[config.mk]
export PLATFORM = sky130hd
export DESIGN_NAME = i2c_peripheral_registers
export DESIGN_NICKNAME = d
export VERILOG_FILES = /design/src/common/i2c_regs_pkg.sv /design/src/i2c_peripheral_registers.sv /design/src/reg_read_mux.sv /design/src/reg_file_ctrl.sv /design/src/irq_gen.sv /design/src/byte_fifo/byte_fifo.sv /design/src/msg_mailbox.sv
export SDC_FILE = /design/constraint.sdc
export NUM_CORES = 1
export LEC_CHECK = 0
export ABC_AREA = 0
export BUFFER_PORTS_ARGS = -buffer_cell sky130_fd_sc_hd__buf_2
export CORE_MARGIN = 8
export CORE_UTILIZATION = 24
export CTS_CLUSTER_DIAMETER = 100
export DETAILED_ROUTE_END_ITERATION = 6
export PLACE_DENSITY_LB_ADDON = 0.05
export SETUP_SLACK_MARGIN = 0.05
export SLEW_MARGIN = 30
export SYNTH_ARGS = -nofsm -noshare
export SYNTH_HDL_FRONTEND = slang
export SYNTH_HIERARCHICAL = 1
export SYNTH_SLANG_ARGS = --single-unit
[constraint.sdc]
create_clock -name rst_i -period 3.7 [get_ports rst_i]
set_clock_uncertainty 0.05 [all_clocks]
set_input_delay 0.74 -clock rst_i [delete_from_list [all_inputs] [get_ports rst_i]]
set_output_delay 0.74 -clock rst_i [all_outputs]
set_load 0.01 [all_outputs]
[src/common/i2c_regs_pkg.sv]
package i2c_regs_pkg;

  typedef logic [7:0]  reg_byte_t;
  typedef logic [6:0]  dev_addr_t;
  typedef logic [7:0]  i2c_addr_t;
  typedef logic [11:0] apb_addr_t;  // [11:10] zero, [9:2] index, [1:0] byte
  typedef logic [31:0] apb_data_t;
  typedef logic [2:0]  level_t;
  typedef logic [2:0]  irq_status_t;  // {own fifo, other fifo, mailbox}

  localparam int FIFO_DEPTH = 16;
  localparam int FIFO_PTR_W = 4;

  // configuration
  localparam i2c_addr_t REG_DEV_ADDR      = 8'h00;
  localparam i2c_addr_t REG_ENABLE        = 8'h01;
  localparam i2c_addr_t REG_DEBOUNCE      = 8'h02;
  localparam i2c_addr_t REG_SCL_DLY       = 8'h03;
  localparam i2c_addr_t REG_SDA_DLY       = 8'h04;

  // mailboxes
  localparam i2c_addr_t REG_MSG_I2A       = 8'h10;
  localparam i2c_addr_t REG_MSG_I2A_ST    = 8'h11;
  localparam i2c_addr_t REG_MSG_A2I       = 8'h12;
  localparam i2c_addr_t REG_MSG_A2I_ST    = 8'h13;

  // fifos
  localparam i2c_addr_t REG_FIFO_I2A_WR   = 8'h20;
  localparam i2c_addr_t REG_FIFO_I2A_RD   = 8'h21;
  localparam i2c_addr_t REG_FIFO_I2A_LVL  = 8'h23;
  localparam i2c_addr_t REG_FIFO_I2A_LVL2 = 8'h24;
  localparam i2c_addr_t REG_FIFO_A2I_WR   = 8'h30;
  localparam i2c_addr_t REG_FIFO_A2I_RD   = 8'h31;
  localparam i2c_addr_t REG_FIFO_A2I_LVL  = 8'h33;
  localparam i2c_addr_t REG_FIFO_A2I_LVL2 = 8'h34;

  // interrupts
  localparam i2c_addr_t REG_IRQ_I2C_ST    = 8'h40;
  localparam i2c_addr_t REG_IRQ_I2C_EN    = 8'h41;
  localparam i2c_addr_t REG_IRQ_I2C_SEL_A = 8'h42;
  localparam i2c_addr_t REG_IRQ_I2C_SEL_B = 8'h43;
  localparam i2c_addr_t REG_IRQ_APB_ST    = 8'h50;
  localparam i2c_addr_t REG_IRQ_APB_EN    = 8'h51;
  localparam i2c_addr_t REG_IRQ_APB_SEL_A = 8'h52;
  localparam i2c_addr_t REG_IRQ_APB_SEL_B = 8'h53;

  localparam dev_addr_t DEF_DEV_ADDR = 7'h6F;
  localparam reg_byte_t DEF_DEBOUNCE = 8'd20;
  localparam reg_byte_t DEF_SCL_DLY  = 8'd20;
  localparam reg_byte_t DEF_SDA_DLY  = 8'd8;

  // fill level codes, 6 and 7 unused
  localparam level_t LVL_EMPTY   = 3'd0;
  localparam level_t LVL_LOW     = 3'd1;  // 1..3 entries
  localparam level_t LVL_QUARTER = 3'd2;  // 4..7
  localparam level_t LVL_HALF    = 3'd3;  // 8..11
  localparam level_t LVL_HIGH    = 3'd4;  // 12..15
  localparam level_t LVL_FULL    = 3'd5;

endpackage
[src/i2c_peripheral_registers.sv]
`timescale 1ns/10ps

module i2c_peripheral_registers (
  input  logic                    rst_i,
  input  logic                    clk_i,
  input  i2c_regs_pkg::apb_addr_t apb_waddr_i,
  input  i2c_regs_pkg::apb_data_t apb_wdata_i,
  input  logic                    apb_wren_i,
  input  i2c_regs_pkg::apb_addr_t apb_raddr_i,
  input  logic                    apb_rd_done_i,
  output i2c_regs_pkg::apb_data_t apb_rdata_o,
  input  i2c_regs_pkg::i2c_addr_t i2c_addr_i,
  input  i2c_regs_pkg::reg_byte_t i2c_wdata_i,
  input  logic                    i2c_wren_i,
  input  logic                    i2c_rd_done_i,
  output i2c_regs_pkg::reg_byte_t i2c_rdata_o,
  output i2c_regs_pkg::dev_addr_t i2c_dev_addr_o,
  output logic                    i2c_enable_o,
  output i2c_regs_pkg::reg_byte_t i2c_debounce_o,
  output i2c_regs_pkg::reg_byte_t i2c_scl_dly_o,
  output i2c_regs_pkg::reg_byte_t i2c_sda_dly_o,
  output logic                    i2c_irq_o,
  output logic                    apb_irq_o
);
  import i2c_regs_pkg::*;

  logic [2:0]  irq_i2c_en;
  logic [2:0]  irq_apb_en;
  reg_byte_t   irq_i2c_sel_a;
  reg_byte_t   irq_i2c_sel_b;
  reg_byte_t   irq_apb_sel_a;
  reg_byte_t   irq_apb_sel_b;
  logic        msg_i2a_set;
  logic        msg_i2a_clr;
  logic        msg_a2i_set;
  logic        msg_a2i_clr;
  logic        fifo_i2a_push;
  logic        fifo_i2a_pop;
  logic        fifo_a2i_push;
  logic        fifo_a2i_pop;
  reg_byte_t   msg_i2a_data;
  logic        msg_i2a_pending;
  reg_byte_t   msg_a2i_data;
  logic        msg_a2i_pending;
  reg_byte_t   fifo_i2a_head;
  level_t      fifo_i2a_level;
  reg_byte_t   fifo_a2i_head;
  level_t      fifo_a2i_level;
  irq_status_t irq_i2c_status;
  irq_status_t irq_apb_status;

  reg_file_ctrl reg_file_ctrl_i (
    .rst_i(rst_i), .clk_i(clk_i),
    .apb_waddr_i(apb_waddr_i), .apb_wdata_i(apb_wdata_i), .apb_wren_i(apb_wren_i),
    .apb_raddr_i(apb_raddr_i), .apb_rd_done_i(apb_rd_done_i),
    .i2c_addr_i(i2c_addr_i), .i2c_wdata_i(i2c_wdata_i), .i2c_wren_i(i2c_wren_i),
    .i2c_rd_done_i(i2c_rd_done_i),
    .dev_addr_o(i2c_dev_addr_o), .enable_o(i2c_enable_o), .debounce_o(i2c_debounce_o),
    .scl_dly_o(i2c_scl_dly_o), .sda_dly_o(i2c_sda_dly_o),
    .irq_i2c_en_o(irq_i2c_en), .irq_apb_en_o(irq_apb_en),
    .irq_i2c_sel_a_o(irq_i2c_sel_a), .irq_i2c_sel_b_o(irq_i2c_sel_b),
    .irq_apb_sel_a_o(irq_apb_sel_a), .irq_apb_sel_b_o(irq_apb_sel_b),
    .msg_i2a_set_o(msg_i2a_set), .msg_i2a_clr_o(msg_i2a_clr),
    .msg_a2i_set_o(msg_a2i_set), .msg_a2i_clr_o(msg_a2i_clr),
    .fifo_i2a_push_o(fifo_i2a_push), .fifo_i2a_pop_o(fifo_i2a_pop),
    .fifo_a2i_push_o(fifo_a2i_push), .fifo_a2i_pop_o(fifo_a2i_pop)
  );

  // i2c to apb
  msg_mailbox msg_i2a_i (
    .rst_i(rst_i), .clk_i(clk_i), .set_i(msg_i2a_set), .data_i(i2c_wdata_i),
    .clr_i(msg_i2a_clr), .data_o(msg_i2a_data), .pending_o(msg_i2a_pending)
  );

  byte_fifo fifo_i2a_i (
    .rst_i(rst_i), .clk_i(clk_i), .push_i(fifo_i2a_push), .data_i(i2c_wdata_i),
    .pop_i(fifo_i2a_pop), .head_o(fifo_i2a_head), .level_o(fifo_i2a_level)
  );

  // apb to i2c, low byte of the bus word
  msg_mailbox msg_a2i_i (
    .rst_i(rst_i), .clk_i(clk_i), .set_i(msg_a2i_set), .data_i(apb_wdata_i[7:0]),
    .clr_i(msg_a2i_clr), .data_o(msg_a2i_data), .pending_o(msg_a2i_pending)
  );

  byte_fifo fifo_a2i_i (
    .rst_i(rst_i), .clk_i(clk_i), .push_i(fifo_a2i_push), .data_i(apb_wdata_i[7:0]),
    .pop_i(fifo_a2i_pop), .head_o(fifo_a2i_head), .level_o(fifo_a2i_level)
  );

  irq_gen irq_i2c_i (
    .en_i(irq_i2c_en), .sel_a_i(irq_i2c_sel_a), .sel_b_i(irq_i2c_sel_b),
    .level_a_i(fifo_i2a_level), .level_b_i(fifo_a2i_level),
    .msg_pending_i(msg_a2i_pending), .status_o(irq_i2c_status), .irq_o(i2c_irq_o)
  );

  irq_gen irq_apb_i (
    .en_i(irq_apb_en), .sel_a_i(irq_apb_sel_a), .sel_b_i(irq_apb_sel_b),
    .level_a_i(fifo_a2i_level), .level_b_i(fifo_i2a_level),
    .msg_pending_i(msg_i2a_pending), .status_o(irq_apb_status), .irq_o(apb_irq_o)
  );

  reg_read_mux reg_read_mux_i (
    .rst_i(rst_i), .clk_i(clk_i),
    .apb_raddr_i(apb_raddr_i), .i2c_addr_i(i2c_addr_i),
    .dev_addr_i(i2c_dev_addr_o), .enable_i(i2c_enable_o), .debounce_i(i2c_debounce_o),
    .scl_dly_i(i2c_scl_dly_o), .sda_dly_i(i2c_sda_dly_o),
    .msg_i2a_data_i(msg_i2a_data), .msg_i2a_pending_i(msg_i2a_pending),
    .msg_a2i_data_i(msg_a2i_data), .msg_a2i_pending_i(msg_a2i_pending),
    .fifo_i2a_head_i(fifo_i2a_head), .fifo_i2a_level_i(fifo_i2a_level),
    .fifo_a2i_head_i(fifo_a2i_head), .fifo_a2i_level_i(fifo_a2i_level),
    .irq_i2c_status_i(irq_i2c_status), .irq_i2c_en_i(irq_i2c_en),
    .irq_i2c_sel_a_i(irq_i2c_sel_a), .irq_i2c_sel_b_i(irq_i2c_sel_b),
    .irq_apb_status_i(irq_apb_status), .irq_apb_en_i(irq_apb_en),
    .irq_apb_sel_a_i(irq_apb_sel_a), .irq_apb_sel_b_i(irq_apb_sel_b),
    .apb_rdata_o(apb_rdata_o), .i2c_rdata_o(i2c_rdata_o)
  );

endmodule

[src/reg_read_mux.sv]
`timescale 1ns/10ps

module reg_read_mux (
  input  logic                      rst_i,
  input  logic                      clk_i,
  input  i2c_regs_pkg::apb_addr_t   apb_raddr_i,
  input  i2c_regs_pkg::i2c_addr_t   i2c_addr_i,
  input  i2c_regs_pkg::dev_addr_t   dev_addr_i,
  input  logic                      enable_i,
  input  i2c_regs_pkg::reg_byte_t   debounce_i,
  input  i2c_regs_pkg::reg_byte_t   scl_dly_i,
  input  i2c_regs_pkg::reg_byte_t   sda_dly_i,
  input  i2c_regs_pkg::reg_byte_t   msg_i2a_data_i,
  input  logic                      msg_i2a_pending_i,
  input  i2c_regs_pkg::reg_byte_t   msg_a2i_data_i,
  input  logic                      msg_a2i_pending_i,
  input  i2c_regs_pkg::reg_byte_t   fifo_i2a_head_i,
  input  i2c_regs_pkg::level_t      fifo_i2a_level_i,
  input  i2c_regs_pkg::reg_byte_t   fifo_a2i_head_i,
  input  i2c_regs_pkg::level_t      fifo_a2i_level_i,
  input  i2c_regs_pkg::irq_status_t irq_i2c_status_i,
  input  logic [2:0]                irq_i2c_en_i,
  input  i2c_regs_pkg::reg_byte_t   irq_i2c_sel_a_i,
  input  i2c_regs_pkg::reg_byte_t   irq_i2c_sel_b_i,
  input  i2c_regs_pkg::irq_status_t irq_apb_status_i,
  input  logic [2:0]                irq_apb_en_i,
  input  i2c_regs_pkg::reg_byte_t   irq_apb_sel_a_i,
  input  i2c_regs_pkg::reg_byte_t   irq_apb_sel_b_i,
  output i2c_regs_pkg::apb_data_t   apb_rdata_o,
  output i2c_regs_pkg::reg_byte_t   i2c_rdata_o
);
  import i2c_regs_pkg::*;

  reg_byte_t apb_sel;
  reg_byte_t i2c_sel;

  // shared register map, fifo read ports only answer their own side
  function automatic reg_byte_t rd_sel(input i2c_addr_t off, input logic apb_side);
    case (off)
      REG_DEV_ADDR:      return {1'b0, dev_addr_i};
      REG_ENABLE:        return {7'b0, enable_i};
      REG_DEBOUNCE:      return debounce_i;
      REG_SCL_DLY:       return scl_dly_i;
      REG_SDA_DLY:       return sda_dly_i;
      REG_MSG_I2A:       return msg_i2a_data_i;
      REG_MSG_I2A_ST:    return {7'b0, msg_i2a_pending_i};
      REG_MSG_A2I:       return msg_a2i_data_i;
      REG_MSG_A2I_ST:    return {7'b0, msg_a2i_pending_i};
      REG_FIFO_I2A_RD:   return apb_side ? fifo_i2a_head_i : 8'h00;
      REG_FIFO_I2A_LVL,
      REG_FIFO_I2A_LVL2: return {5'b0, fifo_i2a_level_i};
      REG_FIFO_A2I_RD:   return apb_side ? 8'h00 : fifo_a2i_head_i;
      REG_FIFO_A2I_LVL,
      REG_FIFO_A2I_LVL2: return {5'b0, fifo_a2i_level_i};
      REG_IRQ_I2C_ST:    return {5'b0, irq_i2c_status_i};
      REG_IRQ_I2C_EN:    return {5'b0, irq_i2c_en_i};
      REG_IRQ_I2C_SEL_A: return irq_i2c_sel_a_i;
      REG_IRQ_I2C_SEL_B: return irq_i2c_sel_b_i;
      REG_IRQ_APB_ST:    return {5'b0, irq_apb_status_i};
      REG_IRQ_APB_EN:    return {5'b0, irq_apb_en_i};
      REG_IRQ_APB_SEL_A: return irq_apb_sel_a_i;
      REG_IRQ_APB_SEL_B: return irq_apb_sel_b_i;
      default:           return 8'h00;  // write-only fifo ports land here too
    endcase
  endfunction

  always_comb begin
    apb_sel = (apb_raddr_i[11:10] == 2'b00) ? rd_sel(apb_raddr_i[9:2], 1'b1) : 8'h00;
    i2c_sel = rd_sel(i2c_addr_i, 1'b0);
  end

  always_ff @(posedge rst_i or posedge clk_i) begin
    if (clk_i) begin
      apb_rdata_o <= '0;
      i2c_rdata_o <= '0;
    end else begin
      apb_rdata_o <= {24'b0, apb_sel};
      i2c_rdata_o <= i2c_sel;
    end
  end

endmodule

[src/reg_file_ctrl.sv]
`timescale 1ns/10ps

module reg_file_ctrl (
  input  logic                    rst_i,
  input  logic                    clk_i,
  input  i2c_regs_pkg::apb_addr_t apb_waddr_i,
  input  i2c_regs_pkg::apb_data_t apb_wdata_i,
  input  logic                    apb_wren_i,
  input  i2c_regs_pkg::apb_addr_t apb_raddr_i,
  input  logic                    apb_rd_done_i,
  input  i2c_regs_pkg::i2c_addr_t i2c_addr_i,
  input  i2c_regs_pkg::reg_byte_t i2c_wdata_i,
  input  logic                    i2c_wren_i,
  input  logic                    i2c_rd_done_i,
  output i2c_regs_pkg::dev_addr_t dev_addr_o,
  output logic                    enable_o,
  output i2c_regs_pkg::reg_byte_t debounce_o,
  output i2c_regs_pkg::reg_byte_t scl_dly_o,
  output i2c_regs_pkg::reg_byte_t sda_dly_o,
  output logic [2:0]              irq_i2c_en_o,
  output logic [2:0]              irq_apb_en_o,
  output i2c_regs_pkg::reg_byte_t irq_i2c_sel_a_o,
  output i2c_regs_pkg::reg_byte_t irq_i2c_sel_b_o,
  output i2c_regs_pkg::reg_byte_t irq_apb_sel_a_o,
  output i2c_regs_pkg::reg_byte_t irq_apb_sel_b_o,
  output logic                    msg_i2a_set_o,
  output logic                    msg_i2a_clr_o,
  output logic                    msg_a2i_set_o,
  output logic                    msg_a2i_clr_o,
  output logic                    fifo_i2a_push_o,
  output logic                    fifo_i2a_pop_o,
  output logic                    fifo_a2i_push_o,
  output logic                    fifo_a2i_pop_o
);
  import i2c_regs_pkg::*;

  logic      apb_wr;
  logic      apb_rd_ok;
  i2c_addr_t apb_widx;
  i2c_addr_t apb_ridx;

  assign apb_wr    = apb_wren_i && (apb_waddr_i[11:10] == 2'b00);
  assign apb_rd_ok = apb_rd_done_i && (apb_raddr_i[11:10] == 2'b00)
                     && (apb_raddr_i[1:0] == 2'b00);  // consumed only on word-aligned reads
  assign apb_widx  = apb_waddr_i[9:2];
  assign apb_ridx  = apb_raddr_i[9:2];

  always_ff @(posedge rst_i or posedge clk_i) begin
    if (clk_i) begin
      dev_addr_o      <= DEF_DEV_ADDR;
      enable_o        <= 1'b0;
      debounce_o      <= DEF_DEBOUNCE;
      scl_dly_o       <= DEF_SCL_DLY;
      sda_dly_o       <= DEF_SDA_DLY;
      irq_i2c_en_o    <= '0;
      irq_i2c_sel_a_o <= '0;
      irq_i2c_sel_b_o <= '0;
      irq_apb_en_o    <= '0;
      irq_apb_sel_a_o <= '0;
      irq_apb_sel_b_o <= '0;
    end else begin
      if (apb_wr) begin
        case (apb_widx)
          REG_DEV_ADDR:      dev_addr_o      <= apb_wdata_i[6:0];
          REG_ENABLE:        enable_o        <= apb_wdata_i[0];
          REG_DEBOUNCE:      debounce_o      <= apb_wdata_i[7:0];
          REG_SCL_DLY:       scl_dly_o       <= apb_wdata_i[7:0];
          REG_SDA_DLY:       sda_dly_o       <= apb_wdata_i[7:0];
          REG_IRQ_APB_EN:    irq_apb_en_o    <= apb_wdata_i[2:0];
          REG_IRQ_APB_SEL_A: irq_apb_sel_a_o <= apb_wdata_i[7:0];
          REG_IRQ_APB_SEL_B: irq_apb_sel_b_o <= apb_wdata_i[7:0];
          default: ;  // i2c-owned or unknown
        endcase
      end
      if (i2c_wren_i) begin
        case (i2c_addr_i)
          REG_IRQ_I2C_EN:    irq_i2c_en_o    <= i2c_wdata_i[2:0];
          REG_IRQ_I2C_SEL_A: irq_i2c_sel_a_o <= i2c_wdata_i;
          REG_IRQ_I2C_SEL_B: irq_i2c_sel_b_o <= i2c_wdata_i;
          default: ;
        endcase
      end
    end
  end

  // mailbox strobes
  assign msg_i2a_set_o = i2c_wren_i && (i2c_addr_i == REG_MSG_I2A);
  assign msg_i2a_clr_o = apb_rd_ok && (apb_ridx == REG_MSG_I2A);
  assign msg_a2i_set_o = apb_wr && (apb_widx == REG_MSG_A2I);
  assign msg_a2i_clr_o = i2c_rd_done_i && (i2c_addr_i == REG_MSG_A2I);

  // fifo strobes, pops follow the read address
  assign fifo_i2a_push_o = i2c_wren_i && (i2c_addr_i == REG_FIFO_I2A_WR);
  assign fifo_i2a_pop_o  = apb_rd_ok && (apb_ridx == REG_FIFO_I2A_RD);
  assign fifo_a2i_push_o = apb_wr && (apb_widx == REG_FIFO_A2I_WR);
  assign fifo_a2i_pop_o  = i2c_rd_done_i && (i2c_addr_i == REG_FIFO_A2I_RD);

endmodule

[src/irq_gen.sv]
`timescale 1ns/10ps

module irq_gen (
  input  logic [2:0]               en_i,
  input  i2c_regs_pkg::reg_byte_t   sel_a_i,
  input  i2c_regs_pkg::reg_byte_t   sel_b_i,
  input  i2c_regs_pkg::level_t      level_a_i,
  input  i2c_regs_pkg::level_t      level_b_i,
  input  logic                     msg_pending_i,
  output i2c_regs_pkg::irq_status_t status_o,
  output logic                     irq_o
);
  import i2c_regs_pkg::*;

  // each select byte holds one enable bit per level code
  assign status_o[2] = en_i[2] && sel_a_i[level_a_i];
  assign status_o[1] = en_i[1] && sel_b_i[level_b_i];
  assign status_o[0] = en_i[0] && msg_pending_i;

  assign irq_o = |status_o;

endmodule

[src/byte_fifo/byte_fifo.sv]
`timescale 1ns/10ps

module byte_fifo (
  input  logic                   rst_i,
  input  logic                   clk_i,
  input  logic                   push_i,
  input  i2c_regs_pkg::reg_byte_t data_i,
  input  logic                   pop_i,
  output i2c_regs_pkg::reg_byte_t head_o,
  output i2c_regs_pkg::level_t    level_o
);
  import i2c_regs_pkg::*;

  typedef logic [FIFO_PTR_W:0] cnt_t;

  reg_byte_t               mem [FIFO_DEPTH];
  logic [FIFO_PTR_W-1:0]   wr_ptr;
  logic [FIFO_PTR_W-1:0]   rd_ptr;
  cnt_t                    count;
  logic                    full;
  logic                    empty;
  logic                    do_push;
  logic                    do_pop;

  assign full    = (count == cnt_t'(FIFO_DEPTH));
  assign empty   = (count == '0);
  assign do_pop  = pop_i && !empty;
  assign do_push = push_i && (!full || do_pop);  // full slot frees up on a same-cycle pop

  assign head_o = mem[rd_ptr];  // first-word fall-through

  always_ff @(posedge rst_i) begin
    if (do_push)
      mem[wr_ptr] <= data_i;
  end

  always_ff @(posedge rst_i or posedge clk_i) begin
    if (clk_i) begin
      wr_ptr <= '0;
      rd_ptr <= '0;
      count  <= '0;
    end else begin
      if (do_push)
        wr_ptr <= wr_ptr + 1'b1;
      if (do_pop)
        rd_ptr <= rd_ptr + 1'b1;
      if (do_push && !do_pop)
        count <= count + 1'b1;
      else if (do_pop && !do_push)
        count <= count - 1'b1;
    end
  end

  // count to level code, upper two count bits pick the quarter
  always_comb begin
    if (full) begin
      level_o = LVL_FULL;
    end else begin
      case (count[FIFO_PTR_W-1 -: 2])
        2'd0:    level_o = empty ? LVL_EMPTY : LVL_LOW;
        2'd1:    level_o = LVL_QUARTER;
        2'd2:    level_o = LVL_HALF;
        default: level_o = LVL_HIGH;
      endcase
    end
  end

endmodule

[src/msg_mailbox.sv]
`timescale 1ns/10ps

module msg_mailbox (
  input  logic                   rst_i,
  input  logic                   clk_i,
  input  logic                   set_i,
  input  i2c_regs_pkg::reg_byte_t data_i,
  input  logic                   clr_i,
  output i2c_regs_pkg::reg_byte_t data_o,
  output logic                   pending_o
);
  import i2c_regs_pkg::*;

  always_ff @(posedge rst_i or posedge clk_i) begin
    if (clk_i) begin
      data_o    <= '0;
      pending_o <= 1'b0;
    end else if (set_i) begin
      data_o    <= data_i;
      pending_o <= 1'b1;  // a new message beats a same-cycle clear
    end else if (clr_i) begin
      pending_o <= 1'b0;
    end
  end

endmodule

==> run summary, run 1 <==
Outcome: finished with violations
Failing checks: design-rule violations
Initial antenna violation count: 2
Part of the power in registers: 0.477
Max Slew Vio Count: 0
R2r startpoint: fifo_a2i_i/count[3]
Global route overflow: 0
Vias in the first global route: 12600
Crit Path Max Fanout: 5
I/O Buffers: 101
Vias: 12200
Critical Path End Type: output pin
Clock sink count: 386
Row cnt: 102
Storage cell area: 0.0110 mm²
Most frequent cells after synthesis: edfxtp_1 (256), dfrtp_1 (119), mux2i_1 (96)
Clock share of power: 0.464
Root buf cell: clkbuf_16
CTS tree: yes
Initial DRC count: 888
Post-synth EDFFs: 256
Min Tclk post-route: 3500 ps
Clk buf depth: 3
Syn_area_per_cell: 14.4 µm²
Gr usage total: 0.152
RSZ-0062 raised after global routing: false
Layout cell share with drive strength beyond 1: 0.323
Async S/R FF share, synth: 0.337
Synth warn: 6
First-pass GRT wire length: 95800 µm
RR Endpoint: reg_read_mux_i/apb_rdata_o[1]
Net switching power: 0.00236 W
Multi-input gate area: 0.00703 mm²
Worst IR Drop VDD: 246 µV
Cell taking the most area after synthesis: edfxtp_1
Slew HR: 0.346
MaxCap Viol Count: 0
Hold Crit Class: in -> async
Internal power: 0.00755 W
Critical Path RT: 2910 ps
Logic pwr share: 0.059
TNS Setup: 0 ps
Mapped Cells: 1292
Lkg Pwr: 8.29 nW
RePlAce Congestion: 0.873
Layout fillers: 7895
Post-Route WL: 67200 µm
Register bit total from synthesis: 386
Vias per inst: 4.73
Top post-synthesis cells by area: edfxtp_1 (41%), dfrtp_1 (16%), mux2i_1 (5.2%), mux2_2 (5.0%), mux4_2 (4.7%)
Switching Share: 0.238
Synthesized cell area: 0.0186 mm²
Max H-tree Level: 2
Hold_ws: 255 ps
Die area: 0.0867 mm²
Reg2Reg Depth: 13
R2R Setup Slk: 680 ps
Fin nets: 1601
Io pins: 152
Antenna viol nets, final: 0
DR pass1 iterations: 7
Area delta synth->final: 20.6%
Slew @ Worst Pin: 967 ps
Kind of critical path: reg -> out
Core area: 0.0771 mm²
Initial Utilization: 0.242
Largest net degree at the start of global routing: 36
Most common cell in the netlist: edfxtp_1
Power Dens Cells: 441 mW/mm²
Primary FF master, synth: edfxtp_1
Worst-skew pair later-pin latency: 590 ps
Clk slew on worst S/H paths: 60 ps
Detail Placement HPWL: 47800 µm
Synth top area share: 0.413
Die X: 295 µm
Cell variety after synth: 84
DRC errors left: 2
Fin crit share: 0.945
Sequential-to-total area share from yosys stat: 0.588
WL per Instance: 26.1 µm
Die Ht: 295 µm
F_max: 286 MHz
Critical Path AT: 2710 ps
Final Hold Viols: 0
Crit path launch type: register
Num CTS Buffers: 49
Final setup vio count: 0
[routing by layer]
layer | vias up | track usage | wire length (µm)
li1 | 5446 | - | -
met1 | 6302 | 0.214 | 31700
met2 | 352 | 0.239 | 30500
met3 | 97 | 0.0259 | 3270
met4 | 4 | 0.0413 | 1700
met5 | - | 0 | 27
[worst max path at each step]
| stage | startpoint | endpoint | cells past startpoint |
|---|---|---|---|
| after floorplan | i2c_addr_i[3] | fifo_a2i_i/count[4] | 11 |
| after global placement | apb_raddr_i[0] | fifo_i2a_i/count[3] | 14 |
| after detailed placement | i2c_addr_i[3] | fifo_a2i_i/count[4] | 12 |
| after CTS | fifo_a2i_i/count[3] | i2c_irq_o | 9 |
| after global routing | fifo_i2a_i/count[3] | apb_irq_o | 9 |
| final | fifo_a2i_i/count[3] | i2c_irq_o | 9 |
[cell families (layout without fill, tap and decap cells)]
logic type	count (synthesis)	after routing	synth area share
buffers and inverters	124	345	0.0417
AO/OA/AOI/OAI	216	216	0.0864
AND/OR/NAND/NOR	286	286	0.0944
other	1	25	0.000201
XOR/XNOR	20	20	0.00941
multiplexers	235	235	0.162
adder cells (fa/ha/maj)	24	24	0.0169
flip-flops	386	386	0.588
[critical path: stages (launching register included)]
cell       delay (ps)
dfrtp_2           440
inv_1              90
ha_1              190
nand4bb_1         200
nand2b_4          180
mux2_1            340
o31ai_1           210
a31o_1            170
o211ai_2          130
buf_2             170
[through the flow]
step                      std cells  total power [W]  area (µm²)   util  setup slack, ps
after floorplan                1315          0.00509       18700      -              462
after CTS                      2572           0.0101       22400  0.290             43.8
after detailed placement       2482          0.00538       20800  0.270             62.9
after global placement         2482          0.00538       20800  0.270             84.0
final                          2577          0.00990       22400  0.291              204
after global routing           2576           0.0103       22400  0.291             43.5
[placed cells by master (no fill, tap or decap), types with 18 or more instances in the layout]
cell type,instances
clkbuf_16,49
mux2_2,82
o21ai_0,32
a21oi_1,22
nand3_1,26
a221oi_1,37
edfxtp_1,256
ha_1,21
mux4_2,39
inv_1,29
a22oi_1,42
mux2i_1,96
nor2_1,65
conb_1,24
dfrtp_1,113
nor3_1,18
nand2_1,68
xnor2_1,18
buf_4,122
buf_2,101
[registers in the layout, indices dropped and copies added (netlist names), 4 cells and up]
register and count:
fifo_a2i_i/wr_ptr 4, fifo_a2i_i/mem 128, reg_file_ctrl_i/irq_apb_sel_a_o 8, fifo_a2i_i/count 5, fifo_i2a_i/mem 128, fifo_i2a_i/wr_ptr 4, reg_file_ctrl_i/debounce_o 8, reg_file_ctrl_i/scl_dly_o 8
reg_file_ctrl_i/irq_apb_sel_b_o 8, fifo_a2i_i/rd_ptr 4, fifo_i2a_i/count 5, msg_a2i_i/data_o 8, fifo_i2a_i/rd_ptr 4, reg_file_ctrl_i/irq_i2c_sel_a_o 8, reg_file_ctrl_i/dev_addr_o 7, msg_i2a_i/data_o 8
reg_file_ctrl_i/sda_dly_o 8, reg_read_mux_i/i2c_rdata_o 8, reg_file_ctrl_i/irq_i2c_sel_b_o 8, reg_read_mux_i/apb_rdata_o 8
[final cells by class]
| type | instances | area share |
|---|---|---|
| sequential | 386 | 0.488 |
| multi-input combinational | 805 | 0.313 |
| timing repair buffer | 227 | 0.0669 |
| tap | 1040 | 0.0580 |
| clock buffer | 63 | 0.0579 |
| clock inverter | 25 | 0.0105 |
| inverter | 30 | 0.00507 |
| antenna | 1 | 0.000111 |
[repair_timing]
action	CTS	global route
hold endpoints to repair	0	0
buffers inserted	2	4
hold buffers	0	0
resized for setup	5	8
endpoints found under the setup margin	2	2
[power groups by stage]
stage          registers (W)  logic (W)  clock network (W)
2_1_floorplan        0.00477   0.000323                  0
6_report             0.00472   0.000586            0.00459
3_5_place_dp         0.00480   0.000578                  0
4_1_cts              0.00472   0.000585            0.00477
3_3_place_gp         0.00481   0.000575                  0
5_1_grt              0.00472   0.000638            0.00493
Power figures use the tool's default switching activity.
==> run 2, diff against run 1 <==
--- a/config.mk
+++ b/config.mk
@@ -6,12 +6,13 @@
 export NUM_CORES = 1
 export LEC_CHECK = 0
 export ABC_AREA = 0
-export BUFFER_PORTS_ARGS = -buffer_cell sky130_fd_sc_hd__buf_2
+export BUFFER_PORTS_ARGS = -buffer_cell sky130_fd_sc_hd__buf_4
 export CORE_MARGIN = 8
-export CORE_UTILIZATION = 24
+export CORE_UTILIZATION = 52
 export CTS_CLUSTER_DIAMETER = 100
 export DETAILED_ROUTE_END_ITERATION = 6
 export PLACE_DENSITY_LB_ADDON = 0.05
+export RECOVER_POWER = 100
 export SETUP_SLACK_MARGIN = 0.05
 export SLEW_MARGIN = 30
 export SYNTH_ARGS = -nofsm -noshare
==> run summary, run 2 (synthesis results as in run 1) <==
Outcome: finished with violations
Failing checks: max-capacitance violations
Top flop regs: fifo_a2i_i/mem (128), fifo_i2a_i/mem (128)
Net switching power: 0.00206 W
TNS Setup: 0 ps
Worst IR Drop VDD: 309 µV
RR Endpoint: reg_read_mux_i/apb_rdata_o[1]
MaxCap Viol Count: 1
Lkg Pwr: 7.56 nW
Row cnt: 69
Dpl cell area: 0.0201 mm²
Final Hold Viols: 0
Detail Placement HPWL: 37700 µm
Clock sink count: 386
Largest net degree at the start of global routing: 37
Fin crit share: 0.956
Gr usage total: 0.248
Reg2Reg Depth: 8
Initial Utilization: 0.526
Die Ht: 205 µm
Critical Path RT: 2910 ps
Critical Path AT: 2750 ps
Post-Route WL: 52300 µm
Switching Share: 0.227
Kind of critical path: reg -> out
Clock share of power: 0.425
Area delta synth->final: 12.1%
Vias per inst: 6.23
Global route overflow: 0
Slew @ Worst Pin: 1500 ps
Max Slew Vio Count: 0
Max H-tree Level: 2
Initial DRC count: 1238
Final setup vio count: 0
Logic pwr share: 0.058
R2r startpoint: fifo_i2a_i/rd_ptr[2]
F_max: 283 MHz
Clk slew on worst S/H paths: 60 ps
Internal power: 0.00705 W
Vias: 12100
Clk buf depth: 3
Final cell count without fillers: 1948
Die X: 205 µm
DRC errors left: 0
R2R Setup Slk: 280 ps
WL per Instance: 26.9 µm
Num CTS Buffers: 41
Antenna viol nets, final: 0
# placed instances: 1873
CTS Hold Bufs: 0
Most common cell after layout, fill and taps aside: edfxtp_1
Most frequent cells in the layout: edfxtp_1 (256), dfrtp_1 (118), clkbuf_1 (112)
RePlAce Congestion: 0.947
Fin nets: 1558
Crit path launch type: register
CTS tree: yes
DR pass1 iterations: 6
Min Tclk post-route: 3540 ps
Fin area: 0.0209 mm²
Io pins: 152
Crit Path Max Fanout: 8
Slew HR: 0.00280
Hold Crit Class: in -> async
I/O Buffers: 101
Initial antenna violation count: 0
Vias in the first global route: 12100
Power Dens Cells: 437 mW/mm²
Pwr Total: 0.00911 W
Critical Path End Type: output pin
RSZ-0062 raised after global routing: false
Die area: 0.0421 mm²
Root buf cell: clkbuf_16
Worst-skew pair later-pin latency: 540 ps
Layout cell share with drive strength beyond 1: 0.209
Part of the power in registers: 0.517
First-pass GRT wire length: 78000 µm
Core area: 0.0354 mm²
-- run 2: worst max-delay path: stages, from the launching register on --
cell	delay, ps
dfrtp_1	430
inv_1	70
ha_1	590
mux4_2	610
nand2b_4	170
nand4_4	80
o211ai_2	100
buf_4	160
-- run 2: cell type report --
| type | count | area, µm² |
|---|---|---|
| flip-flops and latches | 386 | 11000 |
| multi-input cells | 805 | 6910 |
| clock buffers | 46 | 1060 |
| fillers | 2946 | 14500 |
| repair buffers | 192 | 1040 |
| clock inverters | 27 | 198 |
| inverters | 30 | 113 |
| diodes | 1 | 2.50 |
| well taps | 461 | 577 |
-- run 2: power groups by stage --
stage,Sequential (W),Combinational [W],Clock (W)
final,0.00471,0.000524,0.00387
after CTS,0.00471,0.000539,0.00394
after detailed placement,0.00480,0.000536,0
after global placement,0.00480,0.000527,0
after floorplan,0.00477,0.000323,0
after global routing,0.00472,0.000565,0.00411
-- run 2: worst max path at each step --
stage	start	to	slack, ps	depth (start not counted)
2_1_floorplan	i2c_addr_i[3]	fifo_a2i_i/count[4]	460	11
3_3_place_gp	i2c_addr_i[2]	fifo_a2i_i/count[4]	260	12
3_5_place_dp	i2c_addr_i[2]	fifo_a2i_i/count[4]	190	12
4_1_cts	fifo_i2a_i/count[2]	i2c_irq_o	160	7
5_1_grt	fifo_a2i_i/count[3]	i2c_irq_o	60	10
6_report	fifo_i2a_i/count[2]	i2c_irq_o	160	7
-- run 2: layer usage --
layer | vias to the layer above | part of all wire | track usage
met5 | - | 0 | 0
met4 | 0 | 0.027 | 0.0743
met3 | 98 | 0.060 | 0.0372
met2 | 475 | 0.47 | 0.393
met1 | 6218 | 0.44 | 0.350
li1 | 5345 | - | -
-- run 2: repair_timing --
item / 4_1_cts / 5_1_grt
setup endpoints to repair: 1 / 2
resized for setup: 1 / 1
buffers inserted: 0 / 1
cloned: 0 / 0
-- run 2: through the flow --
| stage | hold WS [ps] | worst slack, ps | utilization |
|---|---|---|---|
| 6_report | 293 | 165 | 0.590 |
| 5_1_grt | 327 | 64.4 | 0.590 |
| 4_1_cts | 195 | 164 | 0.603 |
| 3_5_place_dp | 467 | 194 | 0.567 |
| 3_3_place_gp | 464 | 262 | 0.567 |
| 2_1_floorplan | 433 | 462 | - |
